--- config.mk ---
export PLATFORM = sky130hd
export DESIGN_NAME = axi_sram_rsp_stage_flat
export DESIGN_NICKNAME = d
export VERILOG_FILES = /design/src/hw/axi_sram_pkg.sv /design/src/hw/sram_req_if.sv /design/src/hw/axi_sram_rsp_stage.sv /design/src/flat_wrapper.sv
export VERILOG_INCLUDE_DIRS = /design/src /design/src/hw
export SDC_FILE = /design/constraint.sdc
export NUM_CORES = 1
export LEC_CHECK = 0
export BUFFER_PORTS_ARGS = -buffer_cell sky130_fd_sc_hd__buf_2
export CORE_ASPECT_RATIO = 0.9
export CORE_MARGIN = 8
export CORE_UTILIZATION = 42
export CTS_BUF_LIST = sky130_fd_sc_hd__clkbuf_2
export DETAILED_ROUTE_END_ITERATION = 10
export PLACE_DENSITY = 0.8
export SYNTH_ARGS = -nofsm -noshare
export SYNTH_HDL_FRONTEND = slang
export SYNTH_SLANG_ARGS = --single-unit
--- constraint.sdc ---
create_clock -name i_aclk -period 8.5 [get_ports i_aclk]
set_clock_uncertainty 0.1 [all_clocks]
set_input_delay 0.85 -clock i_aclk [delete_from_list [all_inputs] [get_ports i_aclk]]
set_output_delay 0.85 -clock i_aclk [all_outputs]
set_load 0.005 [all_outputs]
--- src/hw/axi_sram_cfg.svh ---
// AXI SRAM configuration: bus widths and SRAM depth
`ifndef AXI_SRAM_CFG_SVH
`define AXI_SRAM_CFG_SVH

// Data bus width in bits
`define AXI_SRAM_DATA_W 64

// Byte address width
`define AXI_SRAM_ADDR_W 32

// Transaction ID width
`define AXI_SRAM_ID_W 4

// Number of SRAM words, 2048 bytes at 64 bits
`define AXI_SRAM_DEPTH 256

`endif

--- src/hw/axi_sram_pkg.sv ---
// AXI SRAM package: shared ID, response, data, strobe and address types
`default_nettype none

`include "axi_sram_cfg.svh"

package axi_sram_pkg;

  typedef logic [`AXI_SRAM_ID_W-1:0] axi_id_t;

  typedef enum logic [1:0] {
    OKAY   = 2'd0,
    SLVERR = 2'd2
  } axi_resp_t;

  typedef logic [`AXI_SRAM_DATA_W-1:0] sram_word_t;

  // One enable bit per data byte
  typedef logic [`AXI_SRAM_DATA_W/8-1:0] sram_strb_t;

  typedef logic [`AXI_SRAM_ADDR_W-1:0] axi_addr_t;

endpackage

`default_nettype wire

--- src/hw/sram_req_if.sv ---
// Request and response links between the AXI SRAM pipeline stages
`timescale 1ns/100ps
`default_nettype none


interface sram_rsp_if;
  logic                     valid;
  logic                     ready;
  logic                     we;
  axi_sram_pkg::axi_resp_t  resp;
  axi_sram_pkg::axi_id_t    id;
  axi_sram_pkg::sram_word_t rdata;

  modport source (output valid, we, resp, id, rdata, input ready);
  modport sink   (input valid, we, resp, id, rdata, output ready);
endinterface

`default_nettype wire

--- src/hw/axi_sram_rsp_stage.sv ---
// AXI SRAM response stage: holds one result and returns it on B or R
`timescale 1ns/100ps
`default_nettype none

module axi_sram_rsp_stage (
  input  wire                       i_aclk,
  input  wire                       i_rst_n,
  sram_rsp_if.sink                  s_rsp,
  input  wire                       i_bready,
  output axi_sram_pkg::axi_id_t     o_bid,
  output axi_sram_pkg::axi_resp_t   o_bresp,
  output logic                      o_bvalid,
  input  wire                       i_rready,
  output axi_sram_pkg::axi_id_t     o_rid,
  output axi_sram_pkg::sram_word_t  o_rdata,
  output axi_sram_pkg::axi_resp_t   o_rresp,
  output logic                      o_rlast,
  output logic                      o_rvalid
);

  logic                     hold_valid;
  logic                     hold_we;
  axi_sram_pkg::axi_resp_t  hold_resp;
  axi_sram_pkg::axi_id_t    hold_id;
  axi_sram_pkg::sram_word_t hold_rdata;
  logic                     take;

  // ------------------------------------------------------------------
  // Response register
  // ------------------------------------------------------------------
  // Freed by the ready of whichever channel it drives
  assign take        = hold_valid && (hold_we ? i_bready : i_rready);
  assign s_rsp.ready = !hold_valid || take;

  always_ff @(posedge i_aclk) begin
    if (!i_rst_n) begin
      hold_valid <= 1'b0;
    end else if (s_rsp.ready) begin
      hold_valid <= s_rsp.valid;
    end
  end

  always_ff @(posedge i_aclk) begin
    if (s_rsp.valid && s_rsp.ready) begin
      hold_we    <= s_rsp.we;
      hold_resp  <= s_rsp.resp;
      hold_id    <= s_rsp.id;
      hold_rdata <= s_rsp.rdata;
    end
  end

  // ------------------------------------------------------------------
  // B and R channels
  // ------------------------------------------------------------------
  assign o_bvalid = hold_valid && hold_we;
  assign o_bid    = hold_id;
  assign o_bresp  = hold_resp;

  assign o_rvalid = hold_valid && !hold_we;
  assign o_rid    = hold_id;
  assign o_rresp  = hold_resp;
  assign o_rdata  = hold_rdata;
  // Every read is one beat
  assign o_rlast  = 1'b1;

  a_one_channel: assert property (@(posedge i_aclk) disable iff (!i_rst_n)
    !(o_bvalid && o_rvalid));

endmodule

`default_nettype wire

--- src/flat_wrapper.sv ---
// flat-port wrapper written by rule: the top's interface ports become plain ports
module axi_sram_rsp_stage_flat 
  (i_aclk, i_rst_n, i_bready, o_bid, o_bresp, o_bvalid, i_rready, o_rid, o_rdata, o_rresp, o_rlast, o_rvalid, s_rsp_valid, s_rsp_we, s_rsp_resp, s_rsp_id, s_rsp_rdata, s_rsp_ready);
  sram_rsp_if s_rsp_i ();
  input  wire i_aclk;
  input  wire i_rst_n;
  input  wire i_bready;
  output axi_sram_pkg::axi_id_t o_bid;
  output axi_sram_pkg::axi_resp_t o_bresp;
  output logic o_bvalid;
  input  wire i_rready;
  output axi_sram_pkg::axi_id_t o_rid;
  output axi_sram_pkg::sram_word_t o_rdata;
  output axi_sram_pkg::axi_resp_t o_rresp;
  output logic o_rlast;
  output logic o_rvalid;
  input wire logic [$bits(s_rsp_i.valid)-1:0] s_rsp_valid;
  input wire logic [$bits(s_rsp_i.we)-1:0] s_rsp_we;
  input wire logic [$bits(s_rsp_i.resp)-1:0] s_rsp_resp;
  input wire logic [$bits(s_rsp_i.id)-1:0] s_rsp_id;
  input wire logic [$bits(s_rsp_i.rdata)-1:0] s_rsp_rdata;
  output wire logic [$bits(s_rsp_i.ready)-1:0] s_rsp_ready;
  assign s_rsp_i.valid = s_rsp_valid;
  assign s_rsp_i.we = s_rsp_we;
  assign s_rsp_i.resp = s_rsp_resp;
  assign s_rsp_i.id = s_rsp_id;
  assign s_rsp_i.rdata = s_rsp_rdata;
  assign s_rsp_ready = s_rsp_i.ready;
  axi_sram_rsp_stage u_core (.i_aclk(i_aclk), .i_rst_n(i_rst_n), .s_rsp(s_rsp_i), .i_bready(i_bready), .o_bid(o_bid), .o_bresp(o_bresp), .o_bvalid(o_bvalid), .i_rready(i_rready), .o_rid(o_rid), .o_rdata(o_rdata), .o_rresp(o_rresp), .o_rlast(o_rlast), .o_rvalid(o_rvalid));
endmodule
==> results.yml <==
worst_setup_path:
  rr_startpoint: "u_core.hold_we$_DFFE_PP_"
  crit_arrival_ns: 1.50
  end_kind: "output pin"
  required_ns: 7.55
  cp-start-kind: "input port"
  path_class: "input port to output pin"
  cp_max_fo: 3
  startpoint: "i_bready"
detailed_routing:
  dr.pass1.iters: 4
  dr_total_vias: 1429
  routed_via_density: 4.494
  drc_errors: 0
  wl_per_cell_um: 19.08
  drt_iter0_drc: 78
  drt_wl_total_um: 6067
  ant_nets: 0
sta:
  rsz0062_at_grt: "false"
  slew_headroom_pct: 41.61
  period_share_pct: 28.86
  hold_viol: 0
  finalSetupViolCount: 0
  worstMarginPinSlew_ns: 0.8759
  fin_ws_ns: 6.047
  fmax_ghz: 0.4076
  maxSlewViolCount: 0
  finalCriticalPeriod_ns: 2.454
  final.setup.tns_ns: 0
worst_hold_path:
  hold_start: "s_rsp_rdata[58]"
  hold_path_class: "input port to flip-flop"
die:
  core-area_mm2: 0.005224
  initial_utilization_pct: 43.31
  chipHeight_um: 85.63
  dieArea_mm2: 0.007994
  die_w_um: 93.36
  io_pins: 156
  num_rows: 25
cts:
  post_cts_buffers: 0
  numCtsBuffers: 9
  cts_tree: "yes"
  htree_levels: 3
  cts_sinks: 72
  ctsResizeCount: 0
  root_buffer: "clkbuf_2"
  clk_pin_slew_worst_paths_ns: 0.18
  clkLatencyLatePin_ns: 0.43
  holdBufCountCts: 0
  clockBufferDepth: 2
logic_synthesis:
  synth.top_cells.by_area: "edfxtp_1, buf_4, dfxtp_1"
  ys_async_sr_fraction_pct: 0
  synthesis.nets: 163
  postSynthAreaPerCell_um2: 26.00
  synth.distinct_cells: 11
  synth-seq-cells: 72
  synth_commonest_cells: "edfxtp_1, buf_4"
  ys_warn_count: 0
  synth_flop_cell: "edfxtp_1"
  synth_top_area_share_pct: 94.25
  yosys.area.top_type: "edfxtp_1"
  yosysSeqAreaShare_pct: 95.13
  yosysMostFrequentCell: "edfxtp_1"
  synth_edf_count: 71
  syn_area_mm2: 0.002262
  synthCells: 87
final_layout:
  n_antenna_cell: 0
  fin_util_pct: 60.53
  fin_area_mm2: 0.003162
  fin_nets: 322
  layout-drive-gt1-share_pct: 68.53
  area_delta_synth_final_pct: 39.77
power:
  p_leak_uw: 0.001396
  clock_power_share_pct: 23.2
  seqPwrFrac_pct: 67.8
  max-vdd-ir-drop_uv: 91.67
  internal-power_uw: 482.8
  p_per_area_mw_per_mm2: 197.3
  switching_share_pct: 22.62
  power_frac_comb_pct: 9.0
  power_switching_uw: 141.1
place:
  portBuffers: 154
  gp_congestion: 0.7575
  post-dp-hpwl_um: 4817
  post-place-ws_ns: 6.043
  placed_area_mm2: 0.003083
status:
  outcome: "finished, final reports clean"
global_routing:
  grt_pass1_vias: 1509
  antenna_found_initial: 0
  grtUsageTotal_pct: 14.64
  grt_max_degree: 72
  grt_overflow_total: 0
  grt_pass1_wl_um: 8445
run:
  max_cap_viol_count: 0
-- worst max-delay path: stages --
cell and delay (ns):
buf_2 0.10, mux2i_1 0.33, nand2_1 0.09, buf_2 0.14
-- cell type report --
class	instances	area, um2
flip-flops and latches	72	2152
fillers	424	2062
repair buffers	155	778.2
well taps	67	83.83
multi-input cells	8	68.82
clock buffers	11	55.05
clock inverters	5	23.77
-- routing by layer --
layer  wire length (um)  global-route usage (%)  vias to the layer above  part of all wire, %
met5                  0                       0                        -                    0
met4                 54                   7.018                        0                 0.89
met3                705                   7.155                        7                   12
met2               3239                   25.86                       92                   53
met1               2068                   13.73                      679                   34
li1                   -                       -                      651                    -
-- path summary, 6_finish.rpt --
| check | end | slack (ns) | cells after the start |
|---|---|---|---|
| worst max-delay path | s_rsp_ready | 6.05 | 4 |
| worst max register to register | u_core.o_rdata[4]$_DFFE_PP_ | 6.50 | 3 |
| worst min register to register | u_core.hold_valid$_SDFFE_PN0P_ | 0.64 | 2 |
| worst min-delay path | u_core.o_rdata[58]$_DFFE_PP_ | 0.46 | 1 |
-- per-stage QoR --
step	hold slack (ns)	cells	power, uW
floorplan	0.4944	87	449.9
global placement	0.5908	302	485.2
detailed placement	0.6132	302	489.4
CTS	0.3977	318	635.2
global route	0.3649	318	656.6
finish	0.4617	318	623.9
-- registers in the layout, indices dropped and copies added, names as in the netlist --
register	flops
u_core.hold_we	1
u_core.o_bresp	2
u_core.hold_valid	1
u_core.o_bid	4
u_core.o_rdata	64
-- power groups by stage --
stage               Clock, uW  Sequential [uW]  Combinational [uW]
finish                    144              423                56.4
global route              169              425                61.8
CTS                       154              423                57.9
detailed placement          0              432                57.8
global placement            0              430                55.4
floorplan                   0              438                11.6
-- cell families (layout without fill, tap and decap cells) --
logic type,count (synthesis),after routing,synth area share (%)
simple gates,4,4,1.162
other cells,1,1,0.1658
compound gates,2,2,0.7745
mux,1,1,0.4425
buf+inv,7,171,2.323
flops,72,72,95.13
-- layout by cell type, fill, tap and decap left out --
cell        instances
a21boi_4            1
a22o_2              1
and2_1              1
and2_2              1
and2b_2             1
buf_2             154
buf_4               1
clkbuf_2           11
clkinv_1            3
clkinv_2            1
clkinvlp_4          1
conb_1              1
dfxtp_1             1
edfxtp_1           71
mux2i_1             1
nand2_1             1
(Power assumes the default switching activity.)
