## config.mk

```make
export PLATFORM = sky130hd
export DESIGN_NAME = axi_sram_req_stage_flat
export DESIGN_NICKNAME = d
export VERILOG_FILES = /design/src/hw/axi_sram_pkg.sv /design/src/hw/sram_req_if.sv /design/src/hw/axi_sram_req_stage.sv /design/src/flat_wrapper.sv
export VERILOG_INCLUDE_DIRS = /design/src /design/src/hw
export SDC_FILE = /design/constraint.sdc
export NUM_CORES = 1
export LEC_CHECK = 0
export BUFFER_PORTS_ARGS = -buffer_cell sky130_fd_sc_hd__buf_2
export CORE_MARGIN = 2
export CORE_UTILIZATION = 30
export CTS_CLUSTER_SIZE = 10
export DETAILED_ROUTE_END_ITERATION = 16
export HOLD_SLACK_MARGIN = 0.12
export SLEW_MARGIN = 15
export SYNTH_ARGS = -nofsm -noshare
export SYNTH_HDL_FRONTEND = slang
export SYNTH_SLANG_ARGS = --single-unit
```

## constraint.sdc

```tcl
create_clock -name i_aclk -period 14.6 [get_ports i_aclk]
set_input_delay 2.92 -clock i_aclk [delete_from_list [all_inputs] [get_ports i_aclk]]
set_output_delay 2.92 -clock i_aclk [all_outputs]
set_load 0.005 [all_outputs]
```

## src/hw/axi_sram_cfg.svh

```systemverilog
// AXI SRAM configuration: bus widths and SRAM depth
`ifndef AXI_SRAM_CFG_SVH
`define AXI_SRAM_CFG_SVH

// Data bus width in bits
`define AXI_SRAM_DATA_W 64

// Byte address width
`define AXI_SRAM_ADDR_W 32

// Transaction ID width
`define AXI_SRAM_ID_W 4

// Number of SRAM words, 2048 bytes at 64 bits
`define AXI_SRAM_DEPTH 256

`endif

```

## src/hw/axi_sram_pkg.sv

```systemverilog
// AXI SRAM package: shared ID, response, data, strobe and address types
`default_nettype none

`include "axi_sram_cfg.svh"

package axi_sram_pkg;

  typedef logic [`AXI_SRAM_ID_W-1:0] axi_id_t;

  typedef enum logic [1:0] {
    OKAY   = 2'd0,
    SLVERR = 2'd2
  } axi_resp_t;

  typedef logic [`AXI_SRAM_DATA_W-1:0] sram_word_t;

  // One enable bit per data byte
  typedef logic [`AXI_SRAM_DATA_W/8-1:0] sram_strb_t;

  typedef logic [`AXI_SRAM_ADDR_W-1:0] axi_addr_t;

endpackage

`default_nettype wire

```

## src/hw/sram_req_if.sv

```systemverilog
// Request and response links between the AXI SRAM pipeline stages
`timescale 1ns/100ps
`default_nettype none

interface sram_req_if;
  logic                     valid;
  logic                     ready;
  logic                     we;
  axi_sram_pkg::axi_addr_t  addr;
  axi_sram_pkg::sram_word_t wdata;
  axi_sram_pkg::sram_strb_t wstrb;
  axi_sram_pkg::axi_id_t    id;

  modport source (output valid, we, addr, wdata, wstrb, id, input ready);
  modport sink   (input valid, we, addr, wdata, wstrb, id, output ready);
endinterface


`default_nettype wire

```

## src/hw/axi_sram_req_stage.sv

```systemverilog
// AXI SRAM request stage: accepts AW, W and AR and issues one request at a time
`timescale 1ns/100ps
`default_nettype none

module axi_sram_req_stage (
  input  wire                            i_aclk,
  input  wire                            i_rst_n,
  input  wire axi_sram_pkg::axi_id_t     i_awid,
  input  wire axi_sram_pkg::axi_addr_t   i_awaddr,
  input  wire [7:0]                      i_awlen,
  input  wire                            i_awvalid,
  output logic                           o_awready,
  input  wire axi_sram_pkg::sram_word_t  i_wdata,
  input  wire axi_sram_pkg::sram_strb_t  i_wstrb,
  input  wire                            i_wlast,
  input  wire                            i_wvalid,
  output logic                           o_wready,
  input  wire axi_sram_pkg::axi_id_t     i_arid,
  input  wire axi_sram_pkg::axi_addr_t   i_araddr,
  input  wire [7:0]                      i_arlen,
  input  wire                            i_arvalid,
  output logic                           o_arready,
  sram_req_if.source                     m_req
);

  logic                     aw_full, w_full, ar_full;
  axi_sram_pkg::axi_id_t    aw_id_q, ar_id_q;
  axi_sram_pkg::axi_addr_t  aw_addr_q, ar_addr_q;
  axi_sram_pkg::sram_word_t w_data_q;
  axi_sram_pkg::sram_strb_t w_strb_q;
  logic                     aw_fire, w_fire, ar_fire;
  logic                     wr_elig, rd_elig;
  logic                     load, pick_wr, pick_rd;
  logic                     last_wr;
  logic                     req_valid;

  // ------------------------------------------------------------------
  // Channel holding registers
  // ------------------------------------------------------------------
  assign o_awready = !aw_full;
  assign o_wready  = !w_full;
  assign o_arready = !ar_full;

  assign aw_fire = i_awvalid && !aw_full;
  assign w_fire  = i_wvalid && !w_full;
  assign ar_fire = i_arvalid && !ar_full;

  // A channel counts as present when held or offered right now
  assign wr_elig = (aw_full || i_awvalid) && (w_full || i_wvalid);
  assign rd_elig = ar_full || i_arvalid;

  // ------------------------------------------------------------------
  // Read/write alternation
  // ------------------------------------------------------------------
  assign load    = !req_valid || m_req.ready;
  assign pick_wr = load && wr_elig && (!rd_elig || !last_wr);
  assign pick_rd = load && rd_elig && !pick_wr;

  always_ff @(posedge i_aclk) begin
    if (!i_rst_n) begin
      aw_full   <= 1'b0;
      w_full    <= 1'b0;
      ar_full   <= 1'b0;
      req_valid <= 1'b0;
      last_wr   <= 1'b0;
    end else begin
      aw_full <= (aw_full || aw_fire) && !pick_wr;
      w_full  <= (w_full || w_fire) && !pick_wr;
      ar_full <= (ar_full || ar_fire) && !pick_rd;
      if (load) begin
        req_valid <= pick_wr || pick_rd;
      end
      if (pick_wr || pick_rd) begin
        last_wr <= pick_wr;
      end
    end
  end

  always_ff @(posedge i_aclk) begin
    if (aw_fire) begin
      aw_id_q   <= i_awid;
      aw_addr_q <= i_awaddr;
    end
    if (w_fire) begin
      w_data_q <= i_wdata;
      w_strb_q <= i_wstrb;
    end
    if (ar_fire) begin
      ar_id_q   <= i_arid;
      ar_addr_q <= i_araddr;
    end
    // Output request register
    if (pick_wr) begin
      m_req.we    <= 1'b1;
      m_req.id    <= aw_full ? aw_id_q : i_awid;
      m_req.addr  <= aw_full ? aw_addr_q : i_awaddr;
      m_req.wdata <= w_full ? w_data_q : i_wdata;
      m_req.wstrb <= w_full ? w_strb_q : i_wstrb;
    end else if (pick_rd) begin
      m_req.we   <= 1'b0;
      m_req.id   <= ar_full ? ar_id_q : i_arid;
      m_req.addr <= ar_full ? ar_addr_q : i_araddr;
    end
  end

  assign m_req.valid = req_valid;

  // Single-beat transfers only
  a_awlen_zero: assert property (@(posedge i_aclk) disable iff (!i_rst_n)
    i_awvalid |-> i_awlen == 8'd0);
  a_arlen_zero: assert property (@(posedge i_aclk) disable iff (!i_rst_n)
    i_arvalid |-> i_arlen == 8'd0);
  a_wlast_set: assert property (@(posedge i_aclk) disable iff (!i_rst_n)
    i_wvalid |-> i_wlast);

endmodule

`default_nettype wire

```

## src/flat_wrapper.sv

```systemverilog
// flat-port wrapper written by rule: the top's interface ports become plain ports
module axi_sram_req_stage_flat 
  (i_aclk, i_rst_n, i_awid, i_awaddr, i_awlen, i_awvalid, o_awready, i_wdata, i_wstrb, i_wlast, i_wvalid, o_wready, i_arid, i_araddr, i_arlen, i_arvalid, o_arready, m_req_valid, m_req_we, m_req_addr, m_req_wdata, m_req_wstrb, m_req_id, m_req_ready);
  sram_req_if m_req_i ();
  input  wire i_aclk;
  input  wire i_rst_n;
  input  wire axi_sram_pkg::axi_id_t i_awid;
  input  wire axi_sram_pkg::axi_addr_t i_awaddr;
  input  wire [7:0] i_awlen;
  input  wire i_awvalid;
  output logic o_awready;
  input  wire axi_sram_pkg::sram_word_t i_wdata;
  input  wire axi_sram_pkg::sram_strb_t i_wstrb;
  input  wire i_wlast;
  input  wire i_wvalid;
  output logic o_wready;
  input  wire axi_sram_pkg::axi_id_t i_arid;
  input  wire axi_sram_pkg::axi_addr_t i_araddr;
  input  wire [7:0] i_arlen;
  input  wire i_arvalid;
  output logic o_arready;
  output wire logic [$bits(m_req_i.valid)-1:0] m_req_valid;
  output wire logic [$bits(m_req_i.we)-1:0] m_req_we;
  output wire logic [$bits(m_req_i.addr)-1:0] m_req_addr;
  output wire logic [$bits(m_req_i.wdata)-1:0] m_req_wdata;
  output wire logic [$bits(m_req_i.wstrb)-1:0] m_req_wstrb;
  output wire logic [$bits(m_req_i.id)-1:0] m_req_id;
  input wire logic [$bits(m_req_i.ready)-1:0] m_req_ready;
  assign m_req_valid = m_req_i.valid;
  assign m_req_we = m_req_i.we;
  assign m_req_addr = m_req_i.addr;
  assign m_req_wdata = m_req_i.wdata;
  assign m_req_wstrb = m_req_i.wstrb;
  assign m_req_id = m_req_i.id;
  assign m_req_i.ready = m_req_ready;
  axi_sram_req_stage u_core (.i_aclk(i_aclk), .i_rst_n(i_rst_n), .i_awid(i_awid), .i_awaddr(i_awaddr), .i_awlen(i_awlen), .i_awvalid(i_awvalid), .o_awready(o_awready), .i_wdata(i_wdata), .i_wstrb(i_wstrb), .i_wlast(i_wlast), .i_wvalid(i_wvalid), .o_wready(o_wready), .i_arid(i_arid), .i_araddr(i_araddr), .i_arlen(i_arlen), .i_arvalid(i_arvalid), .o_arready(o_arready), .m_req(m_req_i));
endmodule
```

==> out/qor.yml, run 1 <==
status:
  status: "finished clean"
critical_path:
  setup.worst_path.end_class: "register"
  cpPeakStageDelay_ps: 840
  path_common_cell: "buf_4"
  r2r_start: "u_core.aw_full$_SDFF_PN0_"
  cp_cell_sequence: "buf_2 -> o21a_4 -> nor4_4 -> buf_4 -> buf_4 -> mux2i_1"
  cp-startpoint: "i_arvalid"
  critPathArrivalTime_ps: 5360
  crit_fanout: 62
  crit_type: "primary input to register"
  crit_slowest_cell: "buf_4"
  r2r_slack_ps: 11070
  start_kind: "primary input"
  required_ps: 14850
sta:
  slew_headroom: 0.276
  period_minus_slack_ps: 5110
  tns_ps: 0
  drv_slew: 0
  clock_skew_ps: 18.7
  setup_viol: 0
  hold_violations: 0
  fin_crit_sh: 0.350
  worstMarginPinSlew_ps: 1090
  fmax_mhz: 196
  rsz0062_at_grt: "false"
logic_synthesis:
  synth.avg_cell_area_sq_um: 20.4
  syn_inst: 484
  synth_top_family_by_area: "multiplexers"
  synth_compound_area_frac: 0.00709
  yosys-mux-area-fraction: 0.191
  synthXorXnorAreaFrac: 0
  ys.warnings.count: 0
  ys_seq_area_frac: 0.778
  ys_types: 24
  synth_nets: 651
  synth_adder_area_share: 0
  synth-simple-area-share: 0.00962
  ys_seq_elements: 258
  syn_area_sq_um: 9880
run:
  drv_cap: 0
clock_network:
  cts_root_buf: "clkbuf_16"
  cts_max_path_buffers: 3
  cts_buffers: 31
  clk_latency_ps: 550
  postCtsSetupRepairBufs: 0
  cts_tree: "yes"
  holdBufCountCts: 0
  path_clk_slew_ps: 60
  cts-resized-gates: 0
  htree_levels: 1
  clkSinkCount: 258
route:
  wire_per_inst_um: 18.2
  ant_nets: 0
  dr.first_iter.drc_count: 304
  firstDrtPassIters: 5
  vias_per_cell: 4.40
  drc: 0
  vias: 5389
  routed_wirelength_um: 22300
finish:
  fin_nets: 933
  final_cell_mix: "buf_2 (262), edfxtp_1 (252), mux2i_1 (108)"
  layout_commonest_cell: "buf_2"
  finish.utilization: 0.388
  fillCellCount: 3062
  layout-drive-gt1-share: 0.406
  design_area_sq_um: 12600
  area_growth_pct: 27.5
placement:
  place_area_sq_um: 11700
  dpl.hpwl_um: 14500
  gp_congestion: 0.711
  port_buffers: 262
global_route:
  grt_max_degree: 63
  met3_usage: 0.0597
  gr-usage-met1: 0.159
  grt-busiest-layer: "met2"
  grt_util_met2: 0.191
  overflow: 0
  grt.total_usage: 0.126
  grt_pass1_vias: 5555
  antenna_found_initial: 9
  grt_pass1_wl_um: 32900
power:
  powerDensity_nw_per_um2: 141
  power_leakage_nw: 4.70
  vdd_drop_max_mv: 0.0905
worst_hold_path:
  hold_path.class: "register to register"
  hold_path_startpoint: "u_core.m_req.we$_SDFFE_PN1P_"
die:
  initial_core_util: 0.305
  dieWidth_um: 186
  dieArea_sq_um: 34400
  io_pins: 280
  fp-row-count: 66
  core_area_sq_um: 32500
  die_y_um: 186
==> registers in the layout, indices dropped and copies added (netlist names) <==
name / cells
u_core.w_strb_q: 8
u_core.m_req.wstrb: 8
u_core.m_req.valid: 1
u_core.ar_addr_q: 32
u_core.m_req.we: 1
u_core.w_full: 1
u_core.w_data_q: 64
u_core.m_req.addr: 32
u_core.m_req.wdata: 64
u_core.aw_id_q: 4
u_core.ar_id_q: 4
u_core.aw_full: 1
u_core.last_wr: 1
u_core.ar_full: 1
u_core.aw_addr_q: 32
u_core.m_req.id: 4
==> worst max-delay path: cells and delay by family <==
family	cells	cell delay, ps
muxes	1	190
buffers and inverters	3	1710
and+or+nand+nor	1	270
AOI/OAI and AO/OA	1	230
==> synthesized netlist by cell type (all sizes together) <==
cell type  count  share of area
o41a           1         0.0011
edfxtp       252           0.77
buf           17          0.012
dfxtp          6          0.012
nor3           2         0.0010
nor4           1         0.0022
nor2b          4         0.0025
o31a           1        0.00089
inv            3         0.0011
nor3b          2         0.0015
mux2          72          0.082
o211a          1         0.0010
o21a           1         0.0015
a21o           1        0.00076
o211ai         1        0.00076
nand2b         2         0.0013
mux2i        108           0.11
nor2           3         0.0011
o21ai          2         0.0010
clkbuf         4         0.0015
==> final cells by class <==
type | count | area, sq um | area share
diodes | 3 | 7.51 | 0.000596
clock buffers | 40 | 820 | 0.0651
clock inverters | 7 | 60.1 | 0.00477
inverters | 3 | 11.3 | 0.000894
multi-input cells | 202 | 2080 | 0.165
flip-flops and latches | 258 | 7690 | 0.611
well taps | 442 | 553 | 0.0439
repair buffers | 270 | 1370 | 0.109
==> layer usage <==
layer,vias to the layer above,wire [um]
met5,-,76
met4,10,628
met3,47,2920
met2,265,9370
met1,2590,9330
li1,2477,-
==> path summary, 6_finish.rpt <==
kind / endpoint / cells after the start
setup / recovery: u_core.m_req.addr[5]$_DFFE_PP_ / 6
hold / removal: u_core.m_req.we$_SDFFE_PN1P_ / 1
setup reg to reg: u_core.m_req.addr[5]$_DFFE_PP_ / 6
hold reg to reg: u_core.m_req.we$_SDFFE_PN1P_ / 1
==> cell families after synthesis <==
family / count (synthesis)
AO/OA/AOI/OAI: 8
buffers and inverters: 24
flip-flops: 258
multiplexers: 180
AND/OR/NAND/NOR: 14
==> per-stage QoR <==
stage          std cells  total power (W)  setup slack (ps)  hold WS (ps)
2_1_floorplan        484          0.00102              8010           451
4_1_cts             1222          0.00181              9430           462
6_report            1225          0.00177              9490           457
3_5_place_dp        1175          0.00111              8850           443
5_1_grt             1224          0.00185              9310           484
3_3_place_gp        1175          0.00111              8890           432
==> power by group <==
part	switching [W]	internal [W]	total (W)
Clock	0.000279	0.000404	0.000683
Sequential	0.0000170	0.000896	0.000913
Combinational	0.0000998	0.0000757	0.000176
(Power assumes the default switching activity.)
==> run 2, diff against run 1 <==
==> constraint.sdc (replaced) <==
create_clock -name i_aclk -period 4.3 [get_ports i_aclk]
set_input_delay 0.86 -clock i_aclk [delete_from_list [all_inputs] [get_ports i_aclk]]
set_output_delay 0.86 -clock i_aclk [all_outputs]
set_load 0.005 [all_outputs]
==> run 2 against run 1 <==
Via count is 0.13% lower. Worst hold slack better by 3.6 ps. Wire length is 3.3% lower. Utilization is 0.081 points lower. Sequential cell count stayed put. Sequential power grew to 3.4 times the previous value. First-iteration DRC count is 20% lower. Register-to-register slack worse by 9000 ps. Clock power grew to 3.2 times the previous value. Cell count is 0.49% lower. Non-clock buffer count stayed put. Critical path depth is 3 lower. Critical endpoint is now o_wready. Largest power group unchanged.
==> out/qor.yml, run 2 (synthesis gave the netlist of run 1 again) <==
critical_path:
  crit_type: "register to output pin"
  required_ps: 3440  # -11410 ps
  start_kind: "register"
  crit_fanout: 61  # -1.6%
  critPathArrivalTime_ps: 1970  # -3390 ps
  reg2reg_depth: 4  # -2
  setup.worst_path.end_class: "output pin"
global_route:
  grt_max_degree: 111  # +76%
  grt-busiest-layer: "met2"
  antenna_found_initial: 3  # -6
  gr-usage-met1: 0.154  # -0.00573
  grt.total_usage: 0.121  # -0.00439
  met3_usage: 0.0546  # -0.00509
  grt_pass1_vias: 5603  # +0.86%
  grt_util_met2: 0.189  # -0.00224
  grt_pass1_wl_um: 32200  # -2.2%
  overflow: 0  # unchanged
route:
  firstDrtPassIters: 4  # -1
  routed_wirelength_um: 21600  # -3.3%
  ant_nets: 0  # unchanged
  vias: 5382  # -0.13%
  dr.first_iter.drc_count: 244  # -20%
  wire_per_inst_um: 17.7  # -2.8%
  drc: 0  # unchanged
  vias_per_cell: 4.42  # +0.36%
finish:
  area_growth_pct: 27.2
  layout_commonest_cell: "buf_2"
  layout-drive-gt1-share: 0.408  # +0.00133
  instances_no_fill: 1219  # -0.49%
  top_regs: "u_core.m_req.wdata x64, u_core.w_data_q x64"
  fin_nets: 933  # unchanged
  final_cell_mix: "buf_2 (262), edfxtp_1 (252), mux2i_1 (108)"
clock_network:
  cts_buffers: 31  # unchanged
  clkSinkCount: 258  # unchanged
  postCtsSetupRepairBufs: 0  # unchanged
  htree_levels: 1  # unchanged
  holdBufCountCts: 0  # unchanged
  cts_max_path_buffers: 3  # unchanged
  cts_tree: "yes"
  cts_root_buf: "clkbuf_16"
  path_clk_slew_ps: 60  # about the same
  clk_latency_ps: 550  # about the same
  cts-resized-gates: 0  # unchanged
power:
  powerDensity_nw_per_um2: 470  # +230%
  switching_share: 0.223  # about the same
  p_switching_w: 0.00132  # +230%
  vdd_drop_max_mv: 0.316  # +250%
  power_frac_seq: 0.525  # +0.010
  p_int_w: 0.00458  # +230%
  power_leakage_nw: 4.68  # -0.48%
  pwr-share-comb: 0.101  # +0.002
  clkPwrFrac: 0.373  # -0.012
placement:
  dpl.hpwl_um: 14200  # -2.3%
  port_buffers: 262  # unchanged
  place_inst: 1175  # unchanged
  gp_congestion: 0.695  # -2.2%
sta:
  period_minus_slack_ps: 2830
  hold_violations: 0  # unchanged
  clock_skew_ps: 18.0  # -0.711 ps
  setup_viol: 0  # unchanged
  rsz0062_at_grt: "false"
  fmax_mhz: 353
  slew_headroom: 0.410  # +0.134
  tns_ps: 0  # unchanged
  drv_slew: 0  # unchanged
  fin_crit_sh: 0.658
  worstMarginPinSlew_ps: 883  # -203 ps
die:
  io_pins: 280  # unchanged
  die_y_um: 186  # unchanged
  initial_core_util: 0.305  # unchanged
  dieWidth_um: 186  # unchanged
  core_area_sq_um: 32500  # unchanged
  fp-row-count: 66  # unchanged
  dieArea_sq_um: 34400  # unchanged
worst_hold_path:
  hold_path.class: "register to register"
  hold_depth: 1  # unchanged
status:
  status: "finished clean"
run:
  drv_cap: 0  # unchanged
## run 2: power by group through the flow
stage | Clock, W | Combinational [W] | Sequential (W)
final | 0.00220 | 0.000598 | 0.00310
after global placement | 0 | 0.000603 | 0.00315
after detailed placement | 0 | 0.000615 | 0.00315
after CTS | 0.00229 | 0.000617 | 0.00310
after floorplan | 0 | 0.000291 | 0.00316
after global routing | 0.00238 | 0.000663 | 0.00312
## run 2: per-stage QoR
| stage | instance area, sq um | hold slack [ps] | util | setup WS [ps] | power (W) |
|---|---|---|---|---|---|
| 4_1_cts | 12600 | 461 | 0.387 | 1350 | 0.00601 |
| 5_1_grt | 12600 | 466 | 0.387 | 1290 | 0.00617 |
| 3_5_place_dp | 11700 | 439 | 0.362 | 1460 | 0.00377 |
| 6_report | 12600 | 461 | 0.387 | 1470 | 0.00590 |
| 3_3_place_gp | 11700 | 435 | 0.362 | 1460 | 0.00375 |
| 2_1_floorplan | 9890 | 451 | - | 1120 | 0.00345 |
## run 2: final timing paths
| kind | slack, ps | end | start |
|---|---|---|---|
| worst min-delay path | 460 | u_core.m_req.we$_SDFFE_PN1P_ | u_core.m_req.we$_SDFFE_PN1P_ |
| worst min register to register | 460 | u_core.m_req.we$_SDFFE_PN1P_ | u_core.m_req.we$_SDFFE_PN1P_ |
| worst max-delay path | 1470 | o_wready | u_core.w_full$_SDFF_PN0_ |
| worst max register to register | 2050 | u_core.m_req.addr[2]$_DFFE_PP_ | u_core.w_full$_SDFF_PN0_ |
## run 2: worst max-delay path, stage by stage, from the launching register on
cell,delay [ps]
dfxtp_4,500
buf_4,720
inv_2,30
buf_2,140
## run 2: layer usage
metal  vias up  share of wire
li1       2488              -
met1      2612           0.43
met2       245           0.43
met3        35           0.12
met4         2          0.025
met5         -        0.00060
## run 2: area by class of cell
class | instances | area [sq um]
antenna | 2 | 5.00
clock buffer | 36 | 795
clock inverter | 6 | 36.3
fill | 3027 | 19900
inverter | 3 | 11.3
multi-input combinational | 202 | 2080
sequential | 258 | 7690
tap | 442 | 553
timing repair buffer | 270 | 1400
==> run 3, diff against run 2 <==
==> constraint.sdc (replaced) <==
create_clock -name i_aclk -period 2.7 [get_ports i_aclk]
set_input_delay 0.54 -clock i_aclk [delete_from_list [all_inputs] [get_ports i_aclk]]
set_output_delay 0.54 -clock i_aclk [all_outputs]
set_load 0.005 [all_outputs]
==> run 3 against run 2 <==
Worst hold slack got worse by 290 ps. Wire length rose by 2.9%. Count of clock-buffer cells in the layout rose by 7. Utilization rose by 0.49 points. Largest cell class unchanged. Sequential cell count did not move. Largest power group unchanged.
==> out/qor.yml, run 3 (synthesis gave the netlist of run 1 again) <==
critical_path:
  cpPeakStageDelay_ps: 590  # -130 ps
  setup.worst_path.end_class: "output pin"
  start_kind: "register"
  crit_type: "register to output pin"
  crit_slowest_cell: "buf_4"
  required_ps: 2160  # -1280 ps
  crit_fanout: 36  # -41%
  cp_cell_sequence: "buf_4 -> inv_1 -> buf_2"
  critPathArrivalTime_ps: 1880  # -90 ps
sta:
  fin_crit_sh: 0.898
  fmax_mhz: 413
  clock_skew_ps: 12.7  # -5.31 ps
  tns_ps: 0  # unchanged
  period_minus_slack_ps: 2420
  worstMarginPinSlew_ps: 733  # -151 ps
  rsz0062_at_grt: "false"
  setup_viol: 0  # unchanged
  hold_violations: 0  # unchanged
  slew_headroom: 0.512  # +0.102
  setup_slack_ps: 276  # -1190 ps
  drv_slew: 0  # unchanged
route:
  vias_per_cell: 4.41  # -0.15%
  routed_wirelength_um: 22200  # +2.9%
  dr.first_iter.drc_count: 259  # +6.1%
  firstDrtPassIters: 4  # unchanged
  drc: 0  # unchanged
  ant_nets: 0  # unchanged
  vias: 5431  # +0.91%
  wire_per_inst_um: 18.0  # +1.8%
placement:
  dpl.hpwl_um: 14700  # +4.2%
  place_inst: 1184  # +0.77%
  gp_congestion: 0.696  # +0.16%
  place_ws_ps: 404  # -1050 ps
  port_buffers: 262  # unchanged
die:
  io_pins: 280  # unchanged
  die_y_um: 186  # unchanged
  initial_core_util: 0.305  # unchanged
  fp-row-count: 66  # unchanged
  dieArea_sq_um: 34400  # unchanged
  dieWidth_um: 186  # unchanged
  core_area_sq_um: 32500  # unchanged
finish:
  top_regs: "u_core.m_req.wdata x64, u_core.w_data_q x64"
  fin_nets: 941  # +0.86%
  layout_commonest_cell: "buf_2"
  layout-drive-gt1-share: 0.410  # +0.00216
  area_growth_pct: 28.8
  instances_no_fill: 1232  # +1.1%
  final_cell_mix: "buf_2 (262), edfxtp_1 (252), mux2i_1 (108)"
worst_hold_path:
  hold_path.class: "primary input to register"
clock_network:
  cts_buffers: 30  # -3.2%
  cts_tree: "yes"
  clk_latency_ps: 550  # about the same
  clkSinkCount: 258  # unchanged
  cts_max_path_buffers: 3  # unchanged
  path_clk_slew_ps: 60  # about the same
  cts_root_buf: "clkbuf_16"
  postCtsSetupRepairBufs: 0  # unchanged
  holdBufCountCts: 0  # unchanged
  htree_levels: 1  # unchanged
  cts-resized-gates: 0  # unchanged
global_route:
  overflow: 0  # unchanged
  grt_pass1_wl_um: 33300  # +3.3%
  grt_max_degree: 54  # -51%
  grt.total_usage: 0.126  # +0.00419
  antenna_found_initial: 6  # +3
  grt_pass1_vias: 5744  # +2.5%
status:
  status: "finished clean"
power:
  vdd_drop_max_mv: 0.547  # +73%
  power_leakage_nw: 4.76  # +1.7%
  powerDensity_nw_per_um2: 746  # +59%
run:
  drv_cap: 0  # unchanged
-- run 3: cell types whose count changed in the layout (fill, tap and decap cells not counted), sizes merged --
| cell | before | now |
|---|---|---|
| buf | 270 | 279 |
| inv | 4 | 3 |
| clkinvlp | 2 | 0 |
| clkbuf | 36 | 43 |
-- run 3: final timing paths --
kind | from | endpoint | slack, ps | cells after the start
min reg2reg | u_core.m_req.we$_SDFFE_PN1P_ | u_core.m_req.we$_SDFFE_PN1P_ | 470 | 1
min | i_wdata[20] | u_core.w_data_q[20]$_DFFE_PP_ | 170 | 1
max reg2reg | u_core.w_full$_SDFF_PN0_ | u_core.m_req.addr[29]$_DFFE_PP_ | 610 | 5
max | u_core.ar_full$_SDFF_PN0_ | o_arready | 280 | 3
-- run 3: where the power goes --
group	internal (W)	total (W)	switching, W
Combinational	0.000457	0.000996	0.000540
Sequential	0.00484	0.00494	0.000100
Clock	0.00204	0.00356	0.00152
-- run 3: routing by layer --
metal / global-route usage / part of all wire / up-vias
li1: - / - / 2512
met2: 0.197 / 0.43 / 248
met3: 0.0597 / 0.12 / 44
met4: 0.0359 / 0.025 / 10
met1: 0.154 / 0.42 / 2617
met5: 0 / 0.0029 / -
-- run 3: layout make-up --
type | instances | area (sq um)
fill | 3009 | 19700
antenna | 2 | 5.00
clock inverter | 3 | 25.0
tap | 442 | 553
inverter | 3 | 11.3
timing repair buffer | 279 | 1550
clock buffer | 43 | 810
multi-input combinational | 202 | 2080
sequential | 258 | 7690
-- run 3: worst max-delay path: cells and delay by family (launching register included) --
kind                   cells  cell delay (ps)
buffers and inverters      3              810
flip-flops                 1              470
-- run 3: per-stage QoR --
stage	power, W	hold WS, ps	instance area, sq um	util
final	0.00950	173	12700	0.392
after global placement	0.00602	433	11900	0.366
after CTS	0.00965	139	12700	0.392
after global routing	0.00990	148	12700	0.392
after detailed placement	0.00604	453	11900	0.366
after floorplan	0.00549	451	9900	-
